$ cat src/design/gridPkg.sv
`default_nettype none

package gridPkg;

	localparam int MEM_ADDR_WIDTH = 9;
	localparam int WORD_WIDTH = 18;
	localparam int BUS_ADDR_WIDTH = 10; // Top bit picks coefficient memory over state memory
	localparam int HARM_CNT_WIDTH = 6;
	localparam int COEF_FRAC_BITS = 16;
	localparam int DATAPATH_DELAY = 1; // Matches the RAM read latency

	// Wide enough for the sum of two full products
	localparam int ACC_WIDTH = 2 * WORD_WIDTH + 1;

	typedef logic [MEM_ADDR_WIDTH-1:0] memAddr_t;
	typedef logic signed [WORD_WIDTH-1:0] word_t;

	localparam memAddr_t HARMONIC_STRIDE = 9'd2; // Slot 0 holds x1 or c, slot 1 holds x2 or s
	localparam memAddr_t COMMON_ADDR = 9'd256; // Harmonic count in coefficients, sum in states
	localparam logic [HARM_CNT_WIDTH-1:0] HARMONIC_MAX = 6'd32;

	typedef enum logic [2:0] {
		NOP,
		LOAD_A,
		SUB_A,
		LOAD_B,
		ADD_B
	} macOp_e;

	typedef enum logic [1:0] {
		NONE,
		X1,
		X2,
		SUM
	} wrSel_e;

	typedef enum logic [1:0] {
		HOLD,
		NEXT,
		REWIND
	} addrCmd_e;

	typedef enum logic [2:0] {
		IDLE,
		FETCH_COUNT,
		LATCH_COUNT,
		ISSUE,
		DRAIN,
		WRITE_SUM
	} seqState_e;

endpackage

`default_nettype wire

$ cat src/design/addressGenerator.sv
`timescale 1ns/1ps
`default_nettype none

module addressGenerator (
	input logic clk_i,
	input logic harmonics_rst,
	input gridPkg::addrCmd_e cmd_i,
	input logic slot_i,
	input logic common_i,
	output gridPkg::memAddr_t addr_o
);

	gridPkg::memAddr_t base;

	always_ff @(posedge clk_i) begin
		if (harmonics_rst) begin
			base <= '0;
		end else begin
			case (cmd_i)
				gridPkg::NEXT: base <= base + gridPkg::HARMONIC_STRIDE;
				gridPkg::REWIND: base <= '0;
				default: base <= base;
			endcase
		end
	end

	// The command moves the base for the next word, this word still sees the old one
	assign addr_o = common_i ? gridPkg::COMMON_ADDR : base + gridPkg::memAddr_t'(slot_i);

endmodule

`default_nettype wire

$ cat config.mk
export PLATFORM = sky130hd
export DESIGN_NAME = addressGenerator
export DESIGN_NICKNAME = d
export VERILOG_FILES = /design/src/design/gridPkg.sv /design/src/design/addressGenerator.sv
export SDC_FILE = /design/constraint.sdc
export NUM_CORES = 1
export LEC_CHECK = 0
export ABC_AREA = 1
export BUFFER_PORTS_ARGS = -buffer_cell sky130_fd_sc_hd__buf_2
export CORE_MARGIN = 10
export CORE_UTILIZATION = 38
export CTS_BUF_LIST = sky130_fd_sc_hd__clkbuf_4 sky130_fd_sc_hd__clkbuf_8 sky130_fd_sc_hd__clkbuf_16
export DETAILED_ROUTE_END_ITERATION = 6
export SYNTH_ARGS = -nofsm -noshare
export SYNTH_HDL_FRONTEND = slang
export SYNTH_SLANG_ARGS = --single-unit
$ cat constraint.sdc
create_clock -name clk_i -period 1.3 [get_ports clk_i]
set_input_delay 0.325 -clock clk_i [delete_from_list [all_inputs] [get_ports clk_i]]
set_output_delay 0.325 -clock clk_i [all_outputs]
set_load 0.005 [all_outputs]
After elaboration in Yosys (flattened, before gate mapping) --
Cells that the tools add are included.
Word-level totals: ROM bits 0, memory bits (writable) 0, word-level logic and storage cells 8, output and inout port bits 9, memories 0, flip-flop bits (word level) 9, latch bits 0
Cells by class: shift operators 0, eq/ne operators 2, add/sub/neg operators 2, magnitude comparators 0, divide/modulo/power cells 0, $mul 0, bitwise logic cells 0, reductions and logical operators 1, muxes and demuxes 2
Operators with widths (count):
- one-hot mux 9 bit (2 select lines) | 1
- adder 9 x 1 -> 9 bit | 1
- adder 9 x 2 -> 9 bit (second input constant) | 1
- two-way mux 9 bit | 1
- == test 2 x 1 -> 1 bit (second input constant) | 1
- == test 2 bit (second input constant) | 1
- nonzero test 2 bit | 1

Logic depth before layout (Yosys ltp) --
Gate-level depths: netlist of the first run.
word-level depth 2, depth in mapped cells 8, depth with buffers taken out 8

Least setup slack after synthesis of the first run --
Ideal clock, no wire load.
path kind in2reg, from in cmd_i[0], to reg base[8], arrival 1.125 ns, path slack 0.060 ns, setup time 0.115 ns, stages on the path 8, path through inv_1 ha_1 inv_2 nand2_2 nor2_4 nand3_1 nand2_1 nor2_1
On the way: longest elaborated chain between the ends 2, elaborated cells between the ends (all ways) 4, those cells by class 2 x eq/ne; 1 x mux; 1 x reduce/logical
RTL lines:
- start: declaration | RTL line addressGenerator.sv:7 | input gridPkg::addrCmd_e cmd_i,
- == test 2 bit / == test 2 x 1 -> 1 bit (equally long branches) | RTL line addressGenerator.sv:19 | case (cmd_i)
- one-hot mux 9 bit (2 select lines) / nonzero test 2 bit (equally long branches)
- end signal: assignment | RTL line addressGenerator.sv:20 | gridPkg::NEXT: base <= base + gridPkg::HARMONIC_STRIDE;
- end signal: assignment | RTL line addressGenerator.sv:22 | default: base <= base;
- end: declaration | RTL line addressGenerator.sv:13 | gridPkg::memAddr_t base;
Several ways; a longest one is shown, not always the timed one. A chain may end at the register's enable or synchronous reset.

Worst setup path after layout of the first run --
from reg base[1], to out addr_o[1]
On the way: longest elaborated chain between the ends 2
RTL lines:
- adder 9 x 1 -> 9 bit | RTL line addressGenerator.sv:28 | assign addr_o = common_i ? gridPkg::COMMON_ADDR : base + gridPkg::memAddr_t'(slot_i);
- two-way mux 9 bit | RTL line addressGenerator.sv:28
- end: declaration | RTL line addressGenerator.sv:10 | output gridPkg::memAddr_t addr_o
No other way between the ends.

==> impl_metrics.env, run 1 <==
export IMPL_status="complete, but fails checks"
export IMPL_violations="setup timing"
export IMPL_ir_drop_mv=0.4161
export IMPL_synthesis_area_per_instance_sq_um=6.380
export IMPL_maxCapViolations=0
export IMPL_clk_latency_ns=0.25
export IMPL_max_stage_delay_ns=0.36
export IMPL_antenna_found_initial=0
export IMPL_slew_violations=0
export IMPL_die_area_sq_um=3491
export IMPL_setup_slack_ns=-0.01821
export IMPL_vias=608
export IMPL_required_ns=0.98
export IMPL_globalplace_congestion=0.7969
export IMPL_synth_ff_latch_count=8
export IMPL_start_util_pct=39.46
export IMPL_die_h_microns=59.09
export IMPL_dpl_hpwl_microns=1060
export IMPL_cts_sinks=8
export IMPL_die_w_microns=59.09
export IMPL_path_cells="ha_4, inv_2, nor2_1, buf_2"
export IMPL_min_period_ns=1.318
export IMPL_core_sq_um=1471
export IMPL_fin_nets=127
export IMPL_syn2layout_area_growth_pct=33.41
export IMPL_rsz0062_at_grt="true"
export IMPL_wl_per_cell_microns=9.847
export IMPL_cts_root_buf="clkbuf_4"
export IMPL_grt_pass1_vias=499
export IMPL_grt_max_degree=8
export IMPL_tritoncts="built"
export IMPL_fillCellCount=145
export IMPL_hold_viol_final=0
export IMPL_utilization_pct=52.64
export IMPL_postRouteAntennaNets=0
export IMPL_critPathKind="reg2out"
export IMPL_rows=14
export IMPL_setup_violations=1
export IMPL_htree_levels=1
export IMPL_p_leak_nw=0.3803
export IMPL_crit_family="flip-flops"
export IMPL_first_pass_iters=4
export IMPL_syn_area_sq_um=580.6
export IMPL_endpoint_kind="output pin"
export IMPL_fin_hold_ws_ns=0.2842
export IMPL_setup_tns_ns=-0.01821
export IMPL_crit_fanout=2
export IMPL_grt_pass1_wl_microns=2125
export IMPL_largest_reg_flops=8
export IMPL_largest_register="base"
export IMPL_route_detailed_drc=0
export IMPL_p_per_area_nw_per_um2=736.9
export IMPL_cts_made_buffers=3
export IMPL_fin_crit_sh_pct=101.4
export IMPL_drive_gt1_share_pct=40.87
export IMPL_clock_path_buffers=2
export IMPL_track_usage_pct=7.600
export IMPL_critPathArrivalTime_ns=0.99
export IMPL_finalClockSkew_ns=0.008367
export IMPL_via_per_inst=4.641
export IMPL_routed_wl_microns=1290
export IMPL_max_freq_mhz=758.6
export IMPL_path_buf_inv=2
export IMPL_yosys_warnings=0
export IMPL_drt_iter0_drc=6
export IMPL_hp_class="in2reg"
export IMPL_yosysUniqueCellTypes=17
export IMPL_synth_seq_area_share_pct=27.59
export IMPL_clk_pin_slew_worst_paths_ns=0.06
export IMPL_antenna_cells=0
export IMPL_overflow=0
export IMPL_io_pins=15
export IMPL_top_regs="base: 8 flops"
export IMPL_cpMaxStageDelayCell="dfxtp_4"
export IMPL_synth_nets=101
export IMPL_start_kind="register"
export IMPL_postSynthCellCount=91
export IMPL_io_buffers=14
==> cell usage in the layout, fill, tap and decap left out, types with 2 or more instances in the layout <==
master	count
nand2_2	5
nor3_1	2
o21ai_1	3
buf_4	7
dfxtp_1	2
nor2_1	16
inv_2	4
inv_1	11
nand3_1	6
nor2_2	3
a21oi_1	6
buf_2	14
nand2_1	17
dfxtp_2	5
nor2_4	2
clkbuf_4	3
ha_1	3
==> through the flow <==
| step | cell area [sq um] | cells | power (mW) | setup slack, ns |
|---|---|---|---|---|
| 3_3_place_gp | 693.2 | 124 | 0.3615 | -0.08493 |
| 6_report | 774.5 | 131 | 0.5707 | -0.01821 |
| 2_1_floorplan | 580.6 | 91 | 0.3207 | 0.05954 |
| 4_1_cts | 742.0 | 128 | 0.5710 | -0.03292 |
| 5_1_grt | 774.5 | 131 | 0.6102 | -0.06023 |
| 3_5_place_dp | 693.2 | 124 | 0.3632 | -0.09222 |
==> per-layer routing <==
layer	routed length [microns]	global-route usage [%]	vias up
li1	-	-	332
met1	652	10.49	258
met2	528	9.459	16
met3	95	3.863	2
met4	14	2.951	0
met5	0	0	-
==> final timing paths <==
check	slack, ns	end	depth (start not counted)	startpoint
min	0.28	base[2]	2	harmonics_rst
max reg2reg	0.15	base[7]	7	base[1]
min reg2reg	0.53	base[8]	2	base[8]
max	-0.02	addr_o[1]	4	base[1]
==> where the power goes <==
group,internal (mW),switching [mW]
combinational,0.0598,0.0628
sequential,0.253,0.00645
clock,0.106,0.0833
==> area by class of cell <==
cell class / instances / area (sq um) / area share, %
multi-input cells: 67 / 371.6 / 47.98
flip-flops and latches: 8 / 170.2 / 21.97
repair buffers: 22 / 133.9 / 17.29
inverters: 15 / 56.30 / 7.270
clock buffers: 3 / 22.52 / 2.908
well taps: 16 / 20.02 / 2.585
==> cell families after synthesis <==
group | synth area share (%)
buffers and inverters | 10.99
AO/OA/AOI/OAI | 10.56
flip-flops | 27.59
other | 0.6459
AND/OR/NAND/NOR | 41.59
adder cells (fa/ha/maj) | 8.621
==> worst register-to-register path: stages (launching register included) <==
cell	delay (ns)
dfxtp_4	0.36
buf_4	0.13
ha_1	0.14
nand2_1	0.08
nor2_1	0.15
nand3_1	0.08
nand2_1	0.06
nor2_1	0.03
==> Yosys cell counts, drive strengths merged <==
cell | number | area (sq um)
o21ai | 3 | 15.01
nor3 | 2 | 10.01
nand2 | 22 | 95.09
dfxtp | 8 | 160.2
buf | 1 | 7.510
nand3b | 1 | 7.510
nand3 | 6 | 30.03
ha | 4 | 50.05
inv | 15 | 56.30
a21oi | 7 | 46.30
nor2 | 21 | 98.84
conb | 1 | 3.750
==> what timing repair did <==
| item | 4_1_cts | 5_1_grt |
|---|---|---|
| gates resized for setup | 6 | 5 |
| pin swaps | 2 | 0 |
| hold buffers | 0 | 0 |
| setup endpoints to repair | 3 | 6 |
| setup buffers | 1 | 3 |
No activity file was read; power rests on OpenSTA's default activity.
==> run 2: changes to the inputs <==
==> constraint.sdc (replaced) <==
create_clock -name clk_i -period 1.5 [get_ports clk_i]
set_input_delay 0.375 -clock clk_i [delete_from_list [all_inputs] [get_ports clk_i]]
set_output_delay 0.375 -clock clk_i [all_outputs]
set_load 0.005 [all_outputs]
==> run 2 against run 1 <==
Net effect: the run now ends clean; critical path depth did not move; worst hold slack improved by 0.062 ns; first-iteration DRC count rose by 50%; sequential cell count did not move; cell count fell by 3.8%; power fell by 15%; sequential share of layout area rose by 0.65 points; sequential power fell by 12%; cell area fell by 6.5%; non-clock buffer count fell by 5; count of clock-buffer cells in the layout did not move; register-to-register slack improved by 0.21 ns.
==> impl_metrics.env, run 2 (same netlist as run 1, synthesis figures left out) <==
export IMPL_switching_share_pct=27.45
export IMPL_first_pass_iters=4
export IMPL_min_period_ns=1.409
export IMPL_core_sq_um=1471
export IMPL_finalClockSkew_ns=0.0004138
export IMPL_die_w_microns=59.09
export IMPL_internal_power_mw=0.3499
export IMPL_via_per_inst=4.659
export IMPL_combPwrFrac_pct=17.7
export IMPL_maxCapViolations=0
export IMPL_status="finished clean"
export IMPL_dpl_hpwl_microns=1016
export IMPL_routed_wl_microns=1228
export IMPL_route_detailed_drc=0
export IMPL_critPathArrivalTime_ns=1.03
export IMPL_layout_common_cells="17 x nor2_1, 17 x nand2_1, 14 x buf_2"
export IMPL_io_pins=15
export IMPL_required_ns=1.12
export IMPL_top_regs="base: 8 flops"
export IMPL_tritoncts="built"
export IMPL_track_usage_pct=8.036
export IMPL_drt_iter0_drc=9
export IMPL_power_total_mw=0.4823
export IMPL_largest_register="base"
export IMPL_grt_pass1_vias=540
export IMPL_crit_fanout=4
export IMPL_htree_levels=1
export IMPL_fillCellCount=160
export IMPL_clk_latency_ns=0.26
export IMPL_max_freq_mhz=709.8
export IMPL_p_clk_share_pct=35.2
export IMPL_rsz0062_at_grt="false"
export IMPL_endpoint_kind="output pin"
export IMPL_antenna_found_initial=0
export IMPL_die_area_sq_um=3491
export IMPL_vias=587
export IMPL_p_leak_nw=0.3514
export IMPL_multiInputGateArea_sq_um=369.1
export IMPL_start_util_pct=39.46
export IMPL_wl_per_cell_microns=9.746
export IMPL_antenna_cells=0
export IMPL_start_kind="register"
export IMPL_seqCellArea_sq_um=163.9
export IMPL_drive_gt1_share_pct=31.82
export IMPL_ir_drop_mv=0.4525
export IMPL_fin_crit_sh_pct=93.92
export IMPL_grt_max_degree=8
export IMPL_rrSetupSlack_ns=0.36
export IMPL_cts_sinks=8
export IMPL_fin_nets=122
export IMPL_p_per_area_nw_per_um2=665.7
export IMPL_overflow=0
export IMPL_cts_made_buffers=3
export IMPL_p_sw_mw=0.1324
export IMPL_syn2layout_area_growth_pct=24.78
export IMPL_clock_path_buffers=2
export IMPL_hold_viol_final=0
export IMPL_globalplace_congestion=0.8211
export IMPL_cts_root_buf="clkbuf_4"
export IMPL_die_h_microns=59.09
export IMPL_clk_pin_slew_worst_paths_ns=0.05
export IMPL_io_buffers=14
export IMPL_largest_reg_flops=8
export IMPL_slew_violations=0
export IMPL_hp_class="in2reg"
export IMPL_power_frac_seq_pct=47.1
export IMPL_grt_pass1_wl_microns=2214
export IMPL_setup_violations=0
export IMPL_postRouteAntennaNets=0
export IMPL_setup_tns_ns=0
export IMPL_rows=14
export IMPL_critPathKind="reg2out"
## run 2: what timing repair did
item / in CTS / in global routing
pin swaps: 0 / 0
endpoints found under the setup margin: 1 / 1
resized for setup: 1 / 2
setup buffers: 0 / 2
hold buffers: 0 / 0
## run 2: power by group through the flow
stage	clock (mW)	sequential (mW)	combinational (mW)
after global placement	0	0.232	0.0728
after global routing	0.184	0.228	0.101
final	0.170	0.227	0.0854
after floorplan	0	0.229	0.0488
after detailed placement	0	0.231	0.0731
after CTS	0.172	0.227	0.0735
## run 2: layout make-up
class                      instances  area share, %
clock buffer                       3          3.109
tap                               16          2.763
timing repair buffer              17          12.78
sequential                         8          22.63
inverter                          15          7.772
multi-input combinational         67          50.95
## run 2: critical path, stage by stage, from the launching register on
cell and delay (ns):
dfxtp_4 0.36, ha_4 0.23, inv_1 0.04, nor2_1 0.03, buf_2 0.12
## run 2: worst paths after layout
kind | startpoint | endpoint | depth (start not counted)
max | base[1] | addr_o[1] | 4
min | harmonics_rst | base[2] | 2
max reg2reg | base[1] | base[7] | 8
min reg2reg | base[8] | base[8] | 2
## run 2: through the flow
stage	std cells	cell area, sq um	hold WS, ns	worst slack (ns)	utilization, %
3_3_place_gp	121	670.6	0.5163	0.04803	45.58
6_report	126	724.4	0.3462	0.09118	49.23
3_5_place_dp	121	670.6	0.5208	0.04464	45.58
2_1_floorplan	91	580.6	0.4441	0.2095	-
5_1_grt	126	724.4	0.3336	0.03190	49.23
4_1_cts	124	694.4	0.3355	0.01957	47.19
## run 2: routing by layer
metal  GRT usage, %  part of all wire (%)  vias up
met1          9.915                    51      242
li1               -                     -      321
met2          10.96                    39       20
met5              0                     0        -
met4          4.918                   1.8        0
met3          3.648                   8.3        4
