[config.mk]
export PLATFORM = sky130hd
export DESIGN_NAME = microSequencer_flat
export DESIGN_NICKNAME = d
export VERILOG_FILES = /design/src/design/gridPkg.sv /design/src/design/seqCtrlIf.sv /design/src/design/microSequencer.sv /design/src/flat_wrapper.sv
export SDC_FILE = /design/constraint.sdc
export NUM_CORES = 1
export LEC_CHECK = 0
export ABC_CLOCK_PERIOD_IN_PS = 1500
export BUFFER_PORTS_ARGS = -buffer_cell sky130_fd_sc_hd__buf_2
export CORE_AREA = 2 2 70 45
export DETAILED_ROUTE_END_ITERATION = 6
export DIE_AREA = 0 0 72 47
export PLACE_DENSITY = 0.72
export SLEW_MARGIN = 10
export SYNTH_ARGS = -nofsm -noshare
export SYNTH_HDL_FRONTEND = slang
export SYNTH_SLANG_ARGS = --single-unit
[constraint.sdc]
create_clock -name clk_i -period 1.5 [get_ports clk_i]
set_input_delay 0.15 -clock clk_i [delete_from_list [all_inputs] [get_ports clk_i]]
set_output_delay 0.15 -clock clk_i [all_outputs]
set_load 0.05 [all_outputs]
[src/design/gridPkg.sv]
`default_nettype none

package gridPkg;

	localparam int MEM_ADDR_WIDTH = 9;
	localparam int WORD_WIDTH = 18;
	localparam int BUS_ADDR_WIDTH = 10; // Top bit picks coefficient memory over state memory
	localparam int HARM_CNT_WIDTH = 6;
	localparam int COEF_FRAC_BITS = 16;
	localparam int DATAPATH_DELAY = 1; // Matches the RAM read latency

	// Wide enough for the sum of two full products
	localparam int ACC_WIDTH = 2 * WORD_WIDTH + 1;

	typedef logic [MEM_ADDR_WIDTH-1:0] memAddr_t;
	typedef logic signed [WORD_WIDTH-1:0] word_t;

	localparam memAddr_t HARMONIC_STRIDE = 9'd2; // Slot 0 holds x1 or c, slot 1 holds x2 or s
	localparam memAddr_t COMMON_ADDR = 9'd256; // Harmonic count in coefficients, sum in states
	localparam logic [HARM_CNT_WIDTH-1:0] HARMONIC_MAX = 6'd32;

	typedef enum logic [2:0] {
		NOP,
		LOAD_A,
		SUB_A,
		LOAD_B,
		ADD_B
	} macOp_e;

	typedef enum logic [1:0] {
		NONE,
		X1,
		X2,
		SUM
	} wrSel_e;

	typedef enum logic [1:0] {
		HOLD,
		NEXT,
		REWIND
	} addrCmd_e;

	typedef enum logic [2:0] {
		IDLE,
		FETCH_COUNT,
		LATCH_COUNT,
		ISSUE,
		DRAIN,
		WRITE_SUM
	} seqState_e;

endpackage

`default_nettype wire

[src/design/seqCtrlIf.sv]
`timescale 1ns/1ps
`default_nettype none

// One control word per cycle, an idle word is NOP with NONE
interface seqCtrlIf;

	gridPkg::macOp_e op;
	gridPkg::wrSel_e wrSel;
	logic slot; // Write slot
	gridPkg::addrCmd_e addrCmd; // Steers the write address generator
	logic sumClear;

	modport issuer (
		output op, wrSel, slot, addrCmd, sumClear
	);

	modport executor (
		input op, wrSel, slot, addrCmd, sumClear
	);

endinterface

`default_nettype wire

[src/design/microSequencer.sv]
`timescale 1ns/1ps
`default_nettype none

module microSequencer (
	input logic clk_i,
	input logic harmonics_rst,
	input logic start_i,
	input gridPkg::word_t coefRdData_i,
	input logic sumDone_i,
	output logic busy_o,
	output gridPkg::addrCmd_e rdCmd_o,
	output logic rdSlot_o,
	output logic rdCommon_o,
	seqCtrlIf.issuer ctrl
);

	gridPkg::seqState_e state;
	logic [1:0] phase;
	logic [gridPkg::HARM_CNT_WIDTH-1:0] harmIdx;
	logic [gridPkg::HARM_CNT_WIDTH-1:0] harmCount;
	logic [gridPkg::HARM_CNT_WIDTH-1:0] countSat;
	logic lastHarm;

	// Negative words read as huge unsigned values and saturate too
	assign countSat = ($unsigned(coefRdData_i) > gridPkg::HARMONIC_MAX) ?
		gridPkg::HARMONIC_MAX : coefRdData_i[gridPkg::HARM_CNT_WIDTH-1:0];

	assign lastHarm = (harmIdx + 1'b1) == harmCount;

	always_ff @(posedge clk_i) begin
		if (harmonics_rst) begin
			state <= gridPkg::IDLE;
			busy_o <= 1'b0;
			phase <= '0;
			harmIdx <= '0;
			harmCount <= '0;
		end else begin
			case (state)
				gridPkg::IDLE: begin
					if (start_i && !busy_o) begin // Busy stays up one cycle past WRITE_SUM
						state <= gridPkg::FETCH_COUNT;
						busy_o <= 1'b1;
					end
				end
				gridPkg::FETCH_COUNT: begin
					state <= gridPkg::LATCH_COUNT;
				end
				gridPkg::LATCH_COUNT: begin
					harmCount <= countSat;
					harmIdx <= '0;
					phase <= '0;
					state <= (countSat == '0) ? gridPkg::WRITE_SUM : gridPkg::ISSUE;
				end
				gridPkg::ISSUE: begin
					phase <= phase + 1'b1;
					if (phase == 2'd3) begin
						harmIdx <= harmIdx + 1'b1;
						if (lastHarm) begin
							state <= gridPkg::DRAIN;
						end
					end
				end
				gridPkg::DRAIN: begin
					state <= gridPkg::WRITE_SUM;
				end
				default: begin
					state <= gridPkg::IDLE;
				end
			endcase
			if (sumDone_i) begin
				busy_o <= 1'b0;
			end
		end
	end

	// B terms pair the state word with the coefficient of the previous read,
	// so slots 0,1,0,1 give the operand pairs (x1,c) (x2,s) (x1,s) (x2,c)
	always_comb begin
		ctrl.op = gridPkg::NOP;
		ctrl.wrSel = gridPkg::NONE;
		ctrl.slot = 1'b0;
		ctrl.addrCmd = gridPkg::HOLD;
		ctrl.sumClear = 1'b0;
		rdCmd_o = gridPkg::HOLD;
		rdSlot_o = 1'b0;
		rdCommon_o = 1'b0;
		case (state)
			gridPkg::FETCH_COUNT: begin
				rdCommon_o = 1'b1;
				rdCmd_o = gridPkg::REWIND;
				ctrl.addrCmd = gridPkg::REWIND;
				ctrl.sumClear = 1'b1;
			end
			gridPkg::ISSUE: begin
				case (phase)
					2'd0: begin
						ctrl.op = gridPkg::LOAD_A;
						if (harmIdx != '0) begin // x2' of the previous harmonic
							ctrl.wrSel = gridPkg::X2;
							ctrl.slot = 1'b1;
							ctrl.addrCmd = gridPkg::NEXT;
						end
					end
					2'd1: begin
						ctrl.op = gridPkg::SUB_A;
						rdSlot_o = 1'b1;
					end
					2'd2: begin
						ctrl.op = gridPkg::LOAD_B;
						ctrl.wrSel = gridPkg::X1;
					end
					default: begin
						ctrl.op = gridPkg::ADD_B;
						rdSlot_o = 1'b1;
						rdCmd_o = gridPkg::NEXT;
					end
				endcase
			end
			gridPkg::DRAIN: begin
				ctrl.wrSel = gridPkg::X2;
				ctrl.slot = 1'b1;
				ctrl.addrCmd = gridPkg::NEXT;
			end
			gridPkg::WRITE_SUM: begin
				ctrl.wrSel = gridPkg::SUM;
			end
			default: ;
		endcase
	end

endmodule

`default_nettype wire

[src/flat_wrapper.sv]
// flat-port wrapper written by rule: the top's interface ports become plain ports
module microSequencer_flat 
  (clk_i, harmonics_rst, start_i, coefRdData_i, sumDone_i, busy_o, rdCmd_o, rdSlot_o, rdCommon_o, ctrl_op, ctrl_wrSel, ctrl_slot, ctrl_addrCmd, ctrl_sumClear);
  seqCtrlIf ctrl_i ();
  input logic clk_i;
  input logic harmonics_rst;
  input logic start_i;
  input gridPkg::word_t coefRdData_i;
  input logic sumDone_i;
  output logic busy_o;
  output gridPkg::addrCmd_e rdCmd_o;
  output logic rdSlot_o;
  output logic rdCommon_o;
  output wire logic [$bits(ctrl_i.op)-1:0] ctrl_op;
  output wire logic [$bits(ctrl_i.wrSel)-1:0] ctrl_wrSel;
  output wire logic [$bits(ctrl_i.slot)-1:0] ctrl_slot;
  output wire logic [$bits(ctrl_i.addrCmd)-1:0] ctrl_addrCmd;
  output wire logic [$bits(ctrl_i.sumClear)-1:0] ctrl_sumClear;
  assign ctrl_op = ctrl_i.op;
  assign ctrl_wrSel = ctrl_i.wrSel;
  assign ctrl_slot = ctrl_i.slot;
  assign ctrl_addrCmd = ctrl_i.addrCmd;
  assign ctrl_sumClear = ctrl_i.sumClear;
  microSequencer u_core (.clk_i(clk_i), .harmonics_rst(harmonics_rst), .start_i(start_i), .coefRdData_i(coefRdData_i), .sumDone_i(sumDone_i), .busy_o(busy_o), .rdCmd_o(rdCmd_o), .rdSlot_o(rdSlot_o), .rdCommon_o(rdCommon_o), .ctrl(ctrl_i));
endmodule
---- Yosys cells after proc, flatten, opt, wreduce, memory -nomap -nowiden ----
Cells that the tools add are included.
operators by class
  add/subtract/negate cells ............... 2
  multipliers ............................. 0
  div/mod/pow operators ................... 0
  magnitude comparators ................... 1
  eq/ne operators ......................... 12
  shifts and indexed selects .............. 0
  multiplexer cells ....................... 25
  bitwise operators ....................... 0
  reductions and logical operators ........ 13
operators by type and width
  cell                                                             number
  greater-than comparator 18 x 6 -> 1 bit (second input constant)  1
  two-way mux 3 bit                                                5
  one-hot mux 3 bit (5 select lines)                               1
  two-way mux 6 bit                                                2
  one-hot mux 2 bit (2 select lines)                               3
  one-hot mux 2 bit (3 select lines)                               2
  one-hot mux 6 bit (2 select lines)                               1
  one-hot mux 3 bit (3 select lines)                               1
  two-way mux 1 bit                                                7
  adder 6 x 1 -> 6 bit (second input constant)                     1
  equality test 3 x 2 -> 1 bit (second input constant)             2
  equality test 3 bit (second input constant)                      2
  equality test 6 bit                                              1
  logical NOT 6 bit                                                1
  inequality test 2 x 1 -> 1 bit (second input constant)           3
  nonzero test 6 bit                                               1
  equality test 2 bit (second input constant)                      2
  two-way mux 2 bit                                                2
  AND reduction 2 bit                                              2
  OR reduction 2 bit                                               2
  equality test 3 x 1 -> 1 bit (second input constant)             1
  logical NOT 3 bit                                                1
  AND reduction 3 bit                                              1
  OR reduction 3 bit                                               1
  other kinds (7)                                                  7
storage, ports and cells
  register bits after elaboration ......... 18
  latch bits .............................. 0
  memory bits (writable) .................. 0
  ROM bits ................................ 0
  input port bits ......................... 22
  output and inout port bits .............. 14
  logic and storage cells ................. 58
  memories ................................ 0

---- Logic depth before layout (Yosys ltp) ----
  depth in word-level cells ............... 5
  gate-level depth with buffers ........... 7
  depth with buffers taken out ............ 6

---- Worst setup path before layout ----
No wires, ideal clock.
  kind .................................... reg2out
  start point ............................. reg u_core.state[0]
  end point ............................... out rdCommon_o
  data arrival time ....................... 2.343 ns
  data required time ...................... 1.350 ns
  slack ................................... -0.993 ns
  stages on the path, launching flop included .. 5
  path buffers ............................ 3
  cells stage by stage .................... dfxtp_1 clkbuf_1 clkbuf_1 nor3b_1 buf_4
on the way
  cells in the longest elaborated chain, start to end .. 2
RTL lines
  element                       line                  text
  start, declared               microSequencer.sv:17  gridPkg::seqState_e state;
  start signal, assigned        microSequencer.sv:32  state <= gridPkg::IDLE;
  start signal, assigned        microSequencer.sv:41  state <= gridPkg::FETCH_COUNT;
  start signal, assigned        microSequencer.sv:46  state <= gridPkg::LATCH_COUNT;
  equality test 3 x 1 -> 1 bit  -
  two-way mux 1 bit             -
  end, declared                 flat_wrapper.sv:13    output logic rdCommon_o;
Every way passes these cells.

---- Worst setup path in the final report ----
  start point ............................. reg u_core.harmIdx[1] (netlist bit)
  end point ............................... reg u_core.state[1]
on the way
  cells in the longest elaborated chain, start to end .. 4
RTL lines
  element                                   line                  text
  start, declared                           microSequencer.sv:19  logic [gridPkg::HARM_CNT_WIDTH-1:0] harmIdx;
  start signal, assigned                    microSequencer.sv:57  harmIdx <= harmIdx + 1'b1;
  adder 6 x 1 -> 6 bit                      microSequencer.sv:28  assign lastHarm = (harmIdx + 1'b1) == harmCount;
  equality test 6 bit                       microSequencer.sv:28
  inequality test 2 x 1 -> 1 bit (no line)  -
  AND reduction 3 bit (no line)             -
Every way passes these cells.
A chain may end at the register's enable or synchronous reset.

==> run metrics <==
Setup WS post-layout=-0.0770 ns; layout cell share with drive strength beyond 1=0.565; HPWL Detailed=2.55 mm; Setup Skew=~0.0017 ns; GRT Overall Usage=0.234; design area=1940 sq um; YS warnings=0; Detail Route Antenna Nets=0; root buf cell=clkbuf_8; Iter 0 DRT Violations=94; Post-synth EDFFs=0; CP required=about 1.7 ns; largest net degree at the start of global routing=18; placed cells=224; Antenna Cells=0; Top Ports=36; fin crit share=1.05; total grt overflow=0; total wire length=3.83 mm; Top cell by count, worst path=and3_4; Cell Chain, Critical Path=buf_6, and3_4, and3_4, xnor2_2, o2111a_2, a2111oi_4; Data arrival, critical path=1.73 ns; CTS tree=yes; fin. max-slew vios=0; Slew HR=0.733; total power=1.19 mW; Final Critical Period=1.58 ns; H-tree levels=1; critical path type=flip-flop to flip-flop; Hold Violations, Final=0; first-pass GRT wire length=around 6 mm; Avg Inst Size Synth=8.06 sq um; RePlAce Congestion=0.809; status=complete, but fails checks; Vias=1328; maxcap violations=0; WHS=0.0577 ns; Clk pin slew, worst setup/hold paths=about 0.07 ns; Initial Util=0.441; Cell Area, Placed=1610 sq um; Hold-fix buffers, CTS=0; CP max-delay cell=dfxtp_4; top cells by area, synth=dfxtp_1 (30%), ha_1 (7.2%), nor2_1 (6.5%); CP endpoint kind=flip-flop; failing checks=setup timing; Yosys top cell by area=dfxtp_1; nets=230; worst IR drop on VDD=0.430 mV; post-DR vias/cell=5.68; crit start category=flip-flop; Setup-failing EPs final=6; post-synthesis cell area=1220 sq um; HP Class=input pin to flip-flop; Primary FF master, synth=dfxtp_1; Peak Freq=about 630 MHz; CTS Buf Count=3; Synth-to-Final Area Change=59.6%; Mapped Nets=180; worst-margin pin slew=0.401 ns; clk sinks=18; slowest stage delay, CP=~0.36 ns; number of port buffers=35; Pre-antenna DRT Iters=4; post-synthesis cell type count=42; die area=3380 sq um; Wirelength per Cell=16.3 um; worst-path fanout max=3; most common cell in the synthesized netlist=nor2_1; Core ar.=2760 sq um; fin cells=roughly 230; row cnt=15; die width=72 um; RSZ-0062 raised after global routing=true; top cells by count, synth=nor2_1 (21), dfxtp_1 (18), nand2_1 (10); pwr dens=611 nW/um^2; Synth Instances=151; Yosys reg bits=18; FFs w/ async S/R, synth=0; Worst-Skew Late Latency=0.25 ns; Seq/Total Area, Yosys=0.296; post-synth top area share=0.296; die height=around 47 um; maximum buffer depth of the clock tree=2; Leakage=approximately 0.8 nW; initial antenna violation count=0; vias in the first global route=1276; drt drc=0
-- worst max-delay path: cells and delay by family (launching register included) --
kind | cells | cell delay (ns)
compound gates | 2 | 0.50
xor+xnor | 1 | 0.13
buf+inv | 1 | 0.11
simple gates | 2 | 0.36
flops | 1 | 0.36
-- final timing paths --
| path | startpoint | endpoint | slack, ns | cells past startpoint |
|---|---|---|---|---|
| setup / recovery | u_core.harmIdx[1] | u_core.state[1] | -0.08 | 6 |
| hold / removal | sumDone_i | u_core.busy_o | 0.06 | 2 |
| setup reg to reg | u_core.harmIdx[1] | u_core.state[1] | -0.08 | 6 |
| hold reg to reg | u_core.harmCount[4] | u_core.harmCount[4] | 0.51 | 1 |
-- power by group --
group          internal [mW]  switching (mW)
sequential             0.484         0.00869
combinational          0.111           0.181
clock                  0.233           0.169
total                  0.828           0.359
-- layout by cell type (no fill, tap or decap), types with 3 or more instances in the layout --
cell type / instances
a21oi_1: 8
a22o_1: 5
and3_4: 4
buf_2: 26
buf_4: 21
buf_6: 9
clkbuf_8: 4
dfxtp_1: 10
dfxtp_2: 5
dfxtp_4: 3
ha_4: 5
inv_4: 3
nand2_1: 8
nand2_2: 3
nand3_1: 3
nand4_1: 3
nor2_1: 20
nor3_1: 4
-- flip-flops by register name, summed over array words and instances, names as in the netlist --
name	flops
u_core.harmIdx	6
u_core.state	3
u_core.harmCount	6
u_core.busy_o	1
u_core.phase	2
-- routing by layer --
metal  wire length (um)  part of all wire  up-vias  global-route usage
met3                313             0.082        4              0.0579
li1                   -                 -      636                   -
met5                  0                 0        -                   0
met2               2000              0.52       61               0.437
met4                 37            0.0097        0              0.0264
met1               1470              0.38      627               0.290
-- timing repair --
action / CTS / global route
buffers inserted: 0 / 6
gates cloned: 0 / 0
pin swaps: 8 / 6
hold endpoints to repair: 0 / 0
setup endpoints to repair: 12 / 14
gates resized for setup: 42 / 21
-- per-stage QoR --
step                TNS (ns)  utilization  worst slack (ns)
finish                -0.239        0.704           -0.0770
global route          -0.862        0.704            -0.134
CTS                   -0.128        0.651           -0.0517
detailed placement    -0.220        0.582            -0.110
global placement     -0.0733        0.582           -0.0565
floorplan             -0.606            -            -0.195
-- logic make-up after synthesis --
kind of cell / synth area share
multiplexers: 0.00822
XOR/XNOR: 0.0504
adder cells (fa/ha/maj): 0.0719
AND/OR/NAND/NOR: 0.299
buffers and inverters: 0.0750
AO/OA/AOI/OAI: 0.199
flip-flops: 0.296
-- area by class of cell --
| cell class | count | area (sq um) |
|---|---|---|
| Fill cell | 212 | 816 |
| Tap cell | 34 | 42.5 |
| Sequential cell | 18 | 378 |
| Timing Repair Buffer | 59 | 439 |
| Clock buffer | 4 | 55.1 |
| Inverter | 6 | 30.0 |
| Multi-Input combinational cell | 113 | 998 |
No activity file was read; power rests on OpenSTA's default activity.
