--- config.mk ---
export PLATFORM = sky130hd
export DESIGN_NAME = macDatapath_flat
export DESIGN_NICKNAME = d
export VERILOG_FILES = /design/src/design/gridPkg.sv /design/src/design/seqCtrlIf.sv /design/src/design/addressGenerator.sv /design/src/design/macDatapath.sv /design/src/flat_wrapper.sv
export SDC_FILE = /design/constraint.sdc
export NUM_CORES = 1
export LEC_CHECK = 0
export BUFFER_PORTS_ARGS = -buffer_cell sky130_fd_sc_hd__buf_2
export CAP_MARGIN = 10
export CORE_UTILIZATION = 55
export DETAILED_ROUTE_END_ITERATION = 6
export PLACE_DENSITY = 0.72
export SYNTH_ARGS = -nofsm -noshare
export SYNTH_HDL_FRONTEND = slang
export SYNTH_SLANG_ARGS = --single-unit
--- constraint.sdc ---
create_clock -name clk_i -period 31.7 [get_ports clk_i]
set_input_delay 4.755 -clock clk_i [delete_from_list [all_inputs] [get_ports clk_i]]
set_output_delay 4.755 -clock clk_i [all_outputs]
set_load 0.02 [all_outputs]
--- src/design/gridPkg.sv ---
`default_nettype none

package gridPkg;

	localparam int MEM_ADDR_WIDTH = 9;
	localparam int WORD_WIDTH = 18;
	localparam int BUS_ADDR_WIDTH = 10; // Top bit picks coefficient memory over state memory
	localparam int HARM_CNT_WIDTH = 6;
	localparam int COEF_FRAC_BITS = 16;
	localparam int DATAPATH_DELAY = 1; // Matches the RAM read latency

	// Wide enough for the sum of two full products
	localparam int ACC_WIDTH = 2 * WORD_WIDTH + 1;

	typedef logic [MEM_ADDR_WIDTH-1:0] memAddr_t;
	typedef logic signed [WORD_WIDTH-1:0] word_t;

	localparam memAddr_t HARMONIC_STRIDE = 9'd2; // Slot 0 holds x1 or c, slot 1 holds x2 or s
	localparam memAddr_t COMMON_ADDR = 9'd256; // Harmonic count in coefficients, sum in states
	localparam logic [HARM_CNT_WIDTH-1:0] HARMONIC_MAX = 6'd32;

	typedef enum logic [2:0] {
		NOP,
		LOAD_A,
		SUB_A,
		LOAD_B,
		ADD_B
	} macOp_e;

	typedef enum logic [1:0] {
		NONE,
		X1,
		X2,
		SUM
	} wrSel_e;

	typedef enum logic [1:0] {
		HOLD,
		NEXT,
		REWIND
	} addrCmd_e;

	typedef enum logic [2:0] {
		IDLE,
		FETCH_COUNT,
		LATCH_COUNT,
		ISSUE,
		DRAIN,
		WRITE_SUM
	} seqState_e;

endpackage

`default_nettype wire

--- src/design/seqCtrlIf.sv ---
`timescale 1ns/1ps
`default_nettype none

// One control word per cycle, an idle word is NOP with NONE
interface seqCtrlIf;

	gridPkg::macOp_e op;
	gridPkg::wrSel_e wrSel;
	logic slot; // Write slot
	gridPkg::addrCmd_e addrCmd; // Steers the write address generator
	logic sumClear;

	modport issuer (
		output op, wrSel, slot, addrCmd, sumClear
	);

	modport executor (
		input op, wrSel, slot, addrCmd, sumClear
	);

endinterface

`default_nettype wire

--- src/design/addressGenerator.sv ---
`timescale 1ns/1ps
`default_nettype none

module addressGenerator (
	input logic clk_i,
	input logic harmonics_rst,
	input gridPkg::addrCmd_e cmd_i,
	input logic slot_i,
	input logic common_i,
	output gridPkg::memAddr_t addr_o
);

	gridPkg::memAddr_t base;

	always_ff @(posedge clk_i) begin
		if (harmonics_rst) begin
			base <= '0;
		end else begin
			case (cmd_i)
				gridPkg::NEXT: base <= base + gridPkg::HARMONIC_STRIDE;
				gridPkg::REWIND: base <= '0;
				default: base <= base;
			endcase
		end
	end

	// The command moves the base for the next word, this word still sees the old one
	assign addr_o = common_i ? gridPkg::COMMON_ADDR : base + gridPkg::memAddr_t'(slot_i);

endmodule

`default_nettype wire

--- src/design/macDatapath.sv ---
`timescale 1ns/1ps
`default_nettype none

module macDatapath (
	input logic clk_i,
	input logic harmonics_rst,
	input gridPkg::word_t stateRdData_i,
	input gridPkg::word_t coefRdData_i,
	seqCtrlIf.executor ctrl,
	output logic dpWe_o,
	output gridPkg::memAddr_t dpAddr_o,
	output gridPkg::word_t dpData_o,
	output logic sumDone_o
);

	gridPkg::macOp_e opPipe [gridPkg::DATAPATH_DELAY];
	gridPkg::wrSel_e wrSelPipe [gridPkg::DATAPATH_DELAY];
	logic slotPipe [gridPkg::DATAPATH_DELAY];
	gridPkg::addrCmd_e addrCmdPipe [gridPkg::DATAPATH_DELAY];
	logic sumClearPipe [gridPkg::DATAPATH_DELAY];

	gridPkg::macOp_e opNow;
	gridPkg::wrSel_e wrSelNow;
	gridPkg::word_t coefPrev;
	gridPkg::word_t coefOperand;
	gridPkg::word_t x1New;
	gridPkg::word_t x2New;
	gridPkg::word_t sumReg;
	logic signed [gridPkg::ACC_WIDTH-1:0] product;
	logic signed [gridPkg::ACC_WIDTH-1:0] accA;
	logic signed [gridPkg::ACC_WIDTH-1:0] accB;

	always_ff @(posedge clk_i) begin
		if (harmonics_rst) begin
			for (int i = 0; i < gridPkg::DATAPATH_DELAY; i++) begin
				opPipe[i] <= gridPkg::NOP;
				wrSelPipe[i] <= gridPkg::NONE;
				slotPipe[i] <= 1'b0;
				addrCmdPipe[i] <= gridPkg::HOLD;
				sumClearPipe[i] <= 1'b0;
			end
		end else begin
			opPipe[0] <= ctrl.op;
			wrSelPipe[0] <= ctrl.wrSel;
			slotPipe[0] <= ctrl.slot;
			addrCmdPipe[0] <= ctrl.addrCmd;
			sumClearPipe[0] <= ctrl.sumClear;
			for (int i = 1; i < gridPkg::DATAPATH_DELAY; i++) begin
				opPipe[i] <= opPipe[i-1];
				wrSelPipe[i] <= wrSelPipe[i-1];
				slotPipe[i] <= slotPipe[i-1];
				addrCmdPipe[i] <= addrCmdPipe[i-1];
				sumClearPipe[i] <= sumClearPipe[i-1];
			end
		end
	end

	assign opNow = opPipe[gridPkg::DATAPATH_DELAY-1];
	assign wrSelNow = wrSelPipe[gridPkg::DATAPATH_DELAY-1];

	always_ff @(posedge clk_i) begin
		coefPrev <= coefRdData_i;
	end

	assign coefOperand = (opNow == gridPkg::LOAD_B || opNow == gridPkg::ADD_B) ? coefPrev : coefRdData_i;
	assign product = stateRdData_i * coefOperand;

	always_ff @(posedge clk_i) begin
		case (opNow)
			gridPkg::LOAD_A: accA <= product;
			gridPkg::SUB_A: accA <= accA - product;
			gridPkg::LOAD_B: accB <= product;
			gridPkg::ADD_B: accB <= accB + product;
			default: ;
		endcase
		if (sumClearPipe[gridPkg::DATAPATH_DELAY-1]) begin
			sumReg <= '0;
		end else if (wrSelNow == gridPkg::X1) begin
			sumReg <= sumReg + x1New; // Wraps at 18 bits like the stored words
		end
	end

	// Taking the slice above the fraction bits is the arithmetic shift plus the wrap
	assign x1New = accA[gridPkg::COEF_FRAC_BITS +: gridPkg::WORD_WIDTH];
	assign x2New = accB[gridPkg::COEF_FRAC_BITS +: gridPkg::WORD_WIDTH];

	always_comb begin
		case (wrSelNow)
			gridPkg::X1: dpData_o = x1New;
			gridPkg::X2: dpData_o = x2New;
			gridPkg::SUM: dpData_o = sumReg;
			default: dpData_o = '0;
		endcase
	end

	assign dpWe_o = wrSelNow != gridPkg::NONE;
	assign sumDone_o = wrSelNow == gridPkg::SUM;

	addressGenerator writeAddrGen (
		.clk_i(clk_i),
		.harmonics_rst(harmonics_rst),
		.cmd_i(addrCmdPipe[gridPkg::DATAPATH_DELAY-1]),
		.slot_i(slotPipe[gridPkg::DATAPATH_DELAY-1]),
		.common_i(sumDone_o),
		.addr_o(dpAddr_o)
	);

endmodule

`default_nettype wire

--- src/flat_wrapper.sv ---
// flat-port wrapper written by rule: the top's interface ports become plain ports
module macDatapath_flat 
  (clk_i, harmonics_rst, stateRdData_i, coefRdData_i, dpWe_o, dpAddr_o, dpData_o, sumDone_o, ctrl_op, ctrl_wrSel, ctrl_slot, ctrl_addrCmd, ctrl_sumClear);
  seqCtrlIf ctrl_i ();
  input logic clk_i;
  input logic harmonics_rst;
  input gridPkg::word_t stateRdData_i;
  input gridPkg::word_t coefRdData_i;
  output logic dpWe_o;
  output gridPkg::memAddr_t dpAddr_o;
  output gridPkg::word_t dpData_o;
  output logic sumDone_o;
  input wire logic [$bits(ctrl_i.op)-1:0] ctrl_op;
  input wire logic [$bits(ctrl_i.wrSel)-1:0] ctrl_wrSel;
  input wire logic [$bits(ctrl_i.slot)-1:0] ctrl_slot;
  input wire logic [$bits(ctrl_i.addrCmd)-1:0] ctrl_addrCmd;
  input wire logic [$bits(ctrl_i.sumClear)-1:0] ctrl_sumClear;
  assign ctrl_i.op = ctrl_op;
  assign ctrl_i.wrSel = ctrl_wrSel;
  assign ctrl_i.slot = ctrl_slot;
  assign ctrl_i.addrCmd = ctrl_addrCmd;
  assign ctrl_i.sumClear = ctrl_sumClear;
  macDatapath u_core (.clk_i(clk_i), .harmonics_rst(harmonics_rst), .stateRdData_i(stateRdData_i), .coefRdData_i(coefRdData_i), .ctrl(ctrl_i), .dpWe_o(dpWe_o), .dpAddr_o(dpAddr_o), .dpData_o(dpData_o), .sumDone_o(sumDone_o));
endmodule
After elaboration in Yosys (flattened, before gate mapping)
Memory sizes are Yosys's and may differ from the RTL's.
Cells that the tools add are included.
{ "totals": {"ff_bits": 119, "ram_bits": 9, "in_bits": 47, "output_inout_bits": 29, "word_cells": 54, "n_memories": 5} }
{ "op_classes": {"add_sub_neg": 5, "multipliers": 1, "eq_ne": 9, "muxes": 19, "reduce_logical": 10} }
{ "memory_table": {"columns": ["name", "depth", "width", "rd", "rd_clocked_by_memory_dff", "wr", "line_no", "source"], "rows": [
  ["u_core.opPipe", 1, 3, 1, 0, 1, "macDatapath.sv:16", "gridPkg::macOp_e opPipe [gridPkg::DATAPATH_DELAY];"],
  ["u_core.addrCmdPipe", 1, 2, 1, 0, 1, "macDatapath.sv:19", "gridPkg::addrCmd_e addrCmdPipe [gridPkg::DATAPATH_DELAY];"],
  ["u_core.wrSelPipe", 1, 2, 1, 0, 1, "macDatapath.sv:17", "gridPkg::wrSel_e wrSelPipe [gridPkg::DATAPATH_DELAY];"],
  ["u_core.slotPipe", 1, 1, 1, 0, 1, "macDatapath.sv:18", "logic slotPipe [gridPkg::DATAPATH_DELAY];"],
  ["u_core.sumClearPipe", 1, 1, 1, 0, 1, "macDatapath.sv:20", "logic sumClearPipe [gridPkg::DATAPATH_DELAY];"]
]} }
{ "ops": {"columns": ["op", "n"], "rows": [
  ["$pmux 37 s2", 2],
  ["$pmux 18 s3", 1],
  ["$add 37x37->37", 1],
  ["$sub 37x37->37", 1],
  ["$mul 18x18->36", 1],
  ["$add 18x18->18", 1],
  ["$mux 18", 1],
  ["$pmux 9 s2", 1],
  ["$mux 1", 10],
  ["$add 9x1->9", 1],
  ["$add 9x2->9 const B", 1],
  ["$mux 9", 1],
  ["$reduce_bool 2->1", 4],
  ["$eq 2x2->1 const B", 3],
  ["$eq 3x2->1 const B", 2],
  ["$eq 2x1->1 const B", 2],
  ["$mux 2", 2],
  ["$reduce_or 2->1", 2],
  ["$eq 3x1->1 const B", 1],
  ["$eq 3x3->1 const B", 1],
  ["$mux 3", 1],
  ["$reduce_or 3->1", 1],
  ["$reduce_or 1->1", 2],
  ["$logic_or 1x1->1", 1]
]} }

Longest topological paths before layout
{ "logic_depth": {"ltp_word": 6, "mapped_depth": 45} }

By module
A second synthesis with hierarchy kept.
{ "unflattened": {"hier_cells": 2318, "area_unflattened_um2": 20802.5} }
{ "by_module_without_submodules": {"columns": ["mod", "n_inst", "cells_per_inst", "area_per_inst_um2", "seq_area_each_um2"], "rows": [
  ["macDatapath", 1, 2260, 20299.5, 2942.8],
  ["addressGenerator", 1, 58, 503.0, 160.2]
]} }

Worst setup path after synthesis
OpenSTA, ideal clock, no wires.
{ "synth_timing": {"path_kind": "input -> register", "from": "input port coefRdData_i[2]", "to": "register u_core.accA[33] (netlist bit) (data pin)", "setup_ps": 263, "t_arrival_ps": 12949, "path_slack_ps": 18488, "stages": 36, "path_buffers": 1, "path_cell_list": "mux2i_1 -> clkbuf_1 -> nand2b_1 -> fa_1 -> inv_1 -> fa_1 -> fa_1 -> inv_1 -> fa_1 -> inv_1 -> fa_1 -> inv_1 -> fa_1 -> inv_1 -> ha_1 -> or3_1 -> o211ai_1 -> nand3_1 -> a21o_1 -> a21o_1 -> a21o_1 -> a21oi_1 -> xor2_1 -> ha_1 -> and3_1 -> a31oi_1 -> nand2_1 -> a31oi_1 -> maj3_2 -> o21ai_2 -> maj3_1 -> a2111oi_0 -> or4_4 -> o21ai_2 -> mux2i_1 -> xor2_1"} }
{ "synth_between": {"elab_chain_cells": 4} }
{ "synth_rtl": {"columns": ["element", "line_no", "source"], "rows": [
  ["start, declared", "flat_wrapper.sv:8", "input gridPkg::word_t coefRdData_i;"],
  ["$mux 18 *", "macDatapath.sv:65", "assign coefOperand = (opNow == gridPkg::LOAD_B || opNow == gridPkg::ADD_B) ? coefPrev : coefRdData_i;"],
  ["$mul 18x18->36 *", "macDatapath.sv:66", "assign product = stateRdData_i * coefOperand;"],
  ["$sub 37x37->37", "macDatapath.sv:71", "gridPkg::SUB_A: accA <= accA - product;"],
  ["$pmux 37 s2 *", "macDatapath.sv:69", "case (opNow)"],
  ["end signal, assigned", "macDatapath.sv:70", "gridPkg::LOAD_A: accA <= product;"],
  ["end signal, assigned", "macDatapath.sv:71", null],
  ["end, declared", "macDatapath.sv:30", "logic signed [gridPkg::ACC_WIDTH-1:0] accA;"]
]} }
Every way passes the cells marked *; elsewhere a longest branch is shown, timed or not.
A chain may end at the register's enable or synchronous reset.

Worst setup path in the final report
{ "layout_timing": {"from": "input port coefRdData_i[0]", "to": "register u_core.accA[33] (netlist bit) (data pin)"} }
Same word-level chain as after synthesis.

==> impl_metrics.env <==
export IMPL_wl_um=47600
export IMPL_grt_util_met1=0.351
export IMPL_synth_distinct_cells=71
export IMPL_syn_area_um2=20400
export IMPL_dr_pass1_iters=5
export IMPL_syn_area_per_cell_um2=9.10
export IMPL_holdBufCountCts=0
export IMPL_clockBufferDepth=2
export IMPL_r2r_end="u_core.accA[33]"
export IMPL_post_place_ws_ns=17.61
export IMPL_overflow=0
export IMPL_use_met3=0.0460
export IMPL_cp_slowest_stage_delay_ns=0.59
export IMPL_layout_min_cycle_time_ns=13.81
export IMPL_drv_slew=0
export IMPL_antenna_found_initial=0
export IMPL_die_w_um=194
export IMPL_drtIter0Drc=909
export IMPL_r2r_slack_ns=20.00
export IMPL_drcViolationCount=0
export IMPL_nets=2809
export IMPL_cp_common_cell="fa_1"
export IMPL_mostFrequentLayoutCell="inv_1"
export IMPL_rsz0062_at_grt="false"
export IMPL_grt_use_met2=0.455
export IMPL_timing_rr_start="u_core.opPipe[0][2]"
export IMPL_drive_gt1_frac=0.0800
export IMPL_cp_top_family="adder cells"
export IMPL_ctsRootBufferMaster="clkbuf_16"
export IMPL_fill_cells=3225
export IMPL_required_ns=31.88
export IMPL_ys_seq_elements=121
export IMPL_crit_arrival_ns=13.99
export IMPL_grt_max_degree=53
export IMPL_grt_total_usage=0.266
export IMPL_htreeDepth=4
export IMPL_wl_per_cell_um=17.3
export IMPL_endpoint="u_core.accA[33]"
export IMPL_clock_latency_ns=0.46
export IMPL_dpl_hpwl_um=36800
export IMPL_dieArea_um2=37800
export IMPL_cp_start_kind="input port"
export IMPL_ys_warn_count=0
export IMPL_finalSetupViolations=0
export IMPL_path_class="in -> reg"
export IMPL_tightestPinTransition_ns=1.07
export IMPL_top_usage_layer="met2"
export IMPL_startpoint="coefRdData_i[0]"
export IMPL_die_h_um=194
export IMPL_cts_clk_slew_worst_paths_ns=0.08
export IMPL_grt_pass1_wl_um=80100
export IMPL_portBuffers=75
export IMPL_crit_slowest_cell="or4_4"
export IMPL_post_cts_resized=0
export IMPL_synth_nets=2770
export IMPL_n_antenna_cell=0
export IMPL_worst_slack_ns=17.89
export IMPL_critical_path_depth=37
export IMPL_cts_made_buffers=17
export IMPL_endpoint_kind="flop"
export IMPL_most_common_layout_cells="inv_1 (433), fa_1 (318), nand2_1 (250)"
export IMPL_postCtsSetupRepairBufs=0
export IMPL_hold_violations=0
export IMPL_clock_sinks=121
export IMPL_first_global_vias=16085
export IMPL_ant_nets=0
export IMPL_slew_headroom=0.288
export IMPL_reg2reg_depth=39
export IMPL_gp_congestion=0.878
export IMPL_num_rows=70
export IMPL_skew_ns=0.0282
export IMPL_drv_cap=0
export IMPL_area_delta_synth_final_pct=6.79
export IMPL_num_vias=15346
export IMPL_crit_fanout=18
export IMPL_tns_ns=0
export IMPL_ioPinCount=76
export IMPL_syn_inst=2236
export IMPL_ys_seq_area_frac=0.152
export IMPL_via_per_inst=5.57
export IMPL_start_util=0.557
export IMPL_hp_class="reg -> reg"
export IMPL_ys_flop_type="edfxtp_1"
export IMPL_period_share=0.436
export IMPL_synth_edff_count=68
export IMPL_status="complete, no violations"
export IMPL_cts_tree="done"
export IMPL_core_area_um2=36500
export IMPL_cp_num_buf_inv=3
export IMPL_max_freq_mhz=72.4
export IMPL_synthArstFlopShare=0
## worst min-delay path: stages (launching register included)
cell and delay, ns:
dfxtp_1 0.33, nand2_1 0.06, a21oi_1 0.05
## worst min-delay path by stage
stage | start | end | slack (ns) | cells past startpoint
3_5_place_dp | u_core.sumReg[7] | u_core.sumReg[7] | 0.47 | 2
3_3_place_gp | u_core.sumReg[7] | u_core.sumReg[7] | 0.45 | 2
4_1_cts | u_core.sumReg[7] | u_core.sumReg[7] | 0.48 | 2
2_1_floorplan | u_core.sumReg[10] | u_core.sumReg[10] | 0.45 | 2
6_report | u_core.sumReg[7] | u_core.sumReg[7] | 0.48 | 2
5_1_grt | u_core.sumReg[13] | u_core.sumReg[13] | 0.49 | 2
## cells by family (layout without fill, tap and decap cells)
logic type / after synthesis / count (layout) / synth area share
xor gates and xnor gates: 125 / 125 / 0.0552
adders and majority gates: 494 / 494 / 0.420
DFF: 121 / 121 / 0.152
and+or+nand+nor: 614 / 614 / 0.148
buffers and inverters: 497 / 549 / 0.0916
muxes: 39 / 39 / 0.0210
AOI/OAI and AO/OA: 346 / 346 / 0.111
## layout make-up
type | count | area, µm² | area share
Tap cell | 468 | 586 | 0.0269
Clock buffer | 23 | 509 | 0.0234
Timing Repair Buffer | 84 | 443 | 0.0204
Clock inverter | 9 | 61.3 | 0.00282
Inverter | 433 | 1630 | 0.0748
Multi-Input combinational cell | 1618 | 15400 | 0.709
Sequential cell | 121 | 3100 | 0.143
## state kept, by name (all words and copies together) (netlist names)
register,count
u_core.wrSelPipe,2
u_core.addrCmdPipe,2
u_core.writeAddrGen.base,8
u_core.sumClearPipe,1
u_core.accA,34
u_core.slotPipe,1
u_core.accB,34
u_core.opPipe,3
u_core.coefPrev,18
u_core.sumReg,18
## routing by layer
layer / share of wire / vias up / wire length, µm
li1: - / 7166 / -
met1: 0.44 / 7648 / 21200
met2: 0.48 / 470 / 22800
met3: 0.061 / 62 / 2930
met4: 0.017 / 0 / 787
met5: 0 / - / 0
## synthesized netlist by cell type, types with 17 or more instances
master | count | area (µm²)
a21o_1 | 43 | 323
nand2b_1 | 17 | 106
xnor2_1 | 80 | 701
inv_1 | 433 | 1630
ha_1 | 169 | 2110
clkbuf_1 | 59 | 221
dfxtp_1 | 53 | 1060
nor2b_1 | 50 | 313
nor2_1 | 80 | 300
o21ai_0 | 88 | 440
nand2_1 | 250 | 938
a21oi_1 | 85 | 425
and2_1 | 147 | 920
fa_1 | 318 | 6370
xor2_1 | 42 | 368
mux2_2 | 30 | 338
a22o_1 | 20 | 175
edfxtp_1 | 68 | 2040
## per-stage QoR
| stage | instance area (µm²) | hold WS [ns] | instances | util |
|---|---|---|---|---|
| 2_1_floorplan | 20400 | 0.445 | 2236 | - |
| 3_3_place_gp | 21200 | 0.453 | 2724 | 0.580 |
| 3_5_place_dp | 21200 | 0.466 | 2724 | 0.580 |
| 4_1_cts | 21700 | 0.477 | 2756 | 0.595 |
| 5_1_grt | 21700 | 0.490 | 2756 | 0.595 |
| 6_report | 21700 | 0.475 | 2756 | 0.595 |
Power is left out: the tool's default activity adds up to more than one toggle a clock period on the data nets, which glitch-free logic cannot reach.
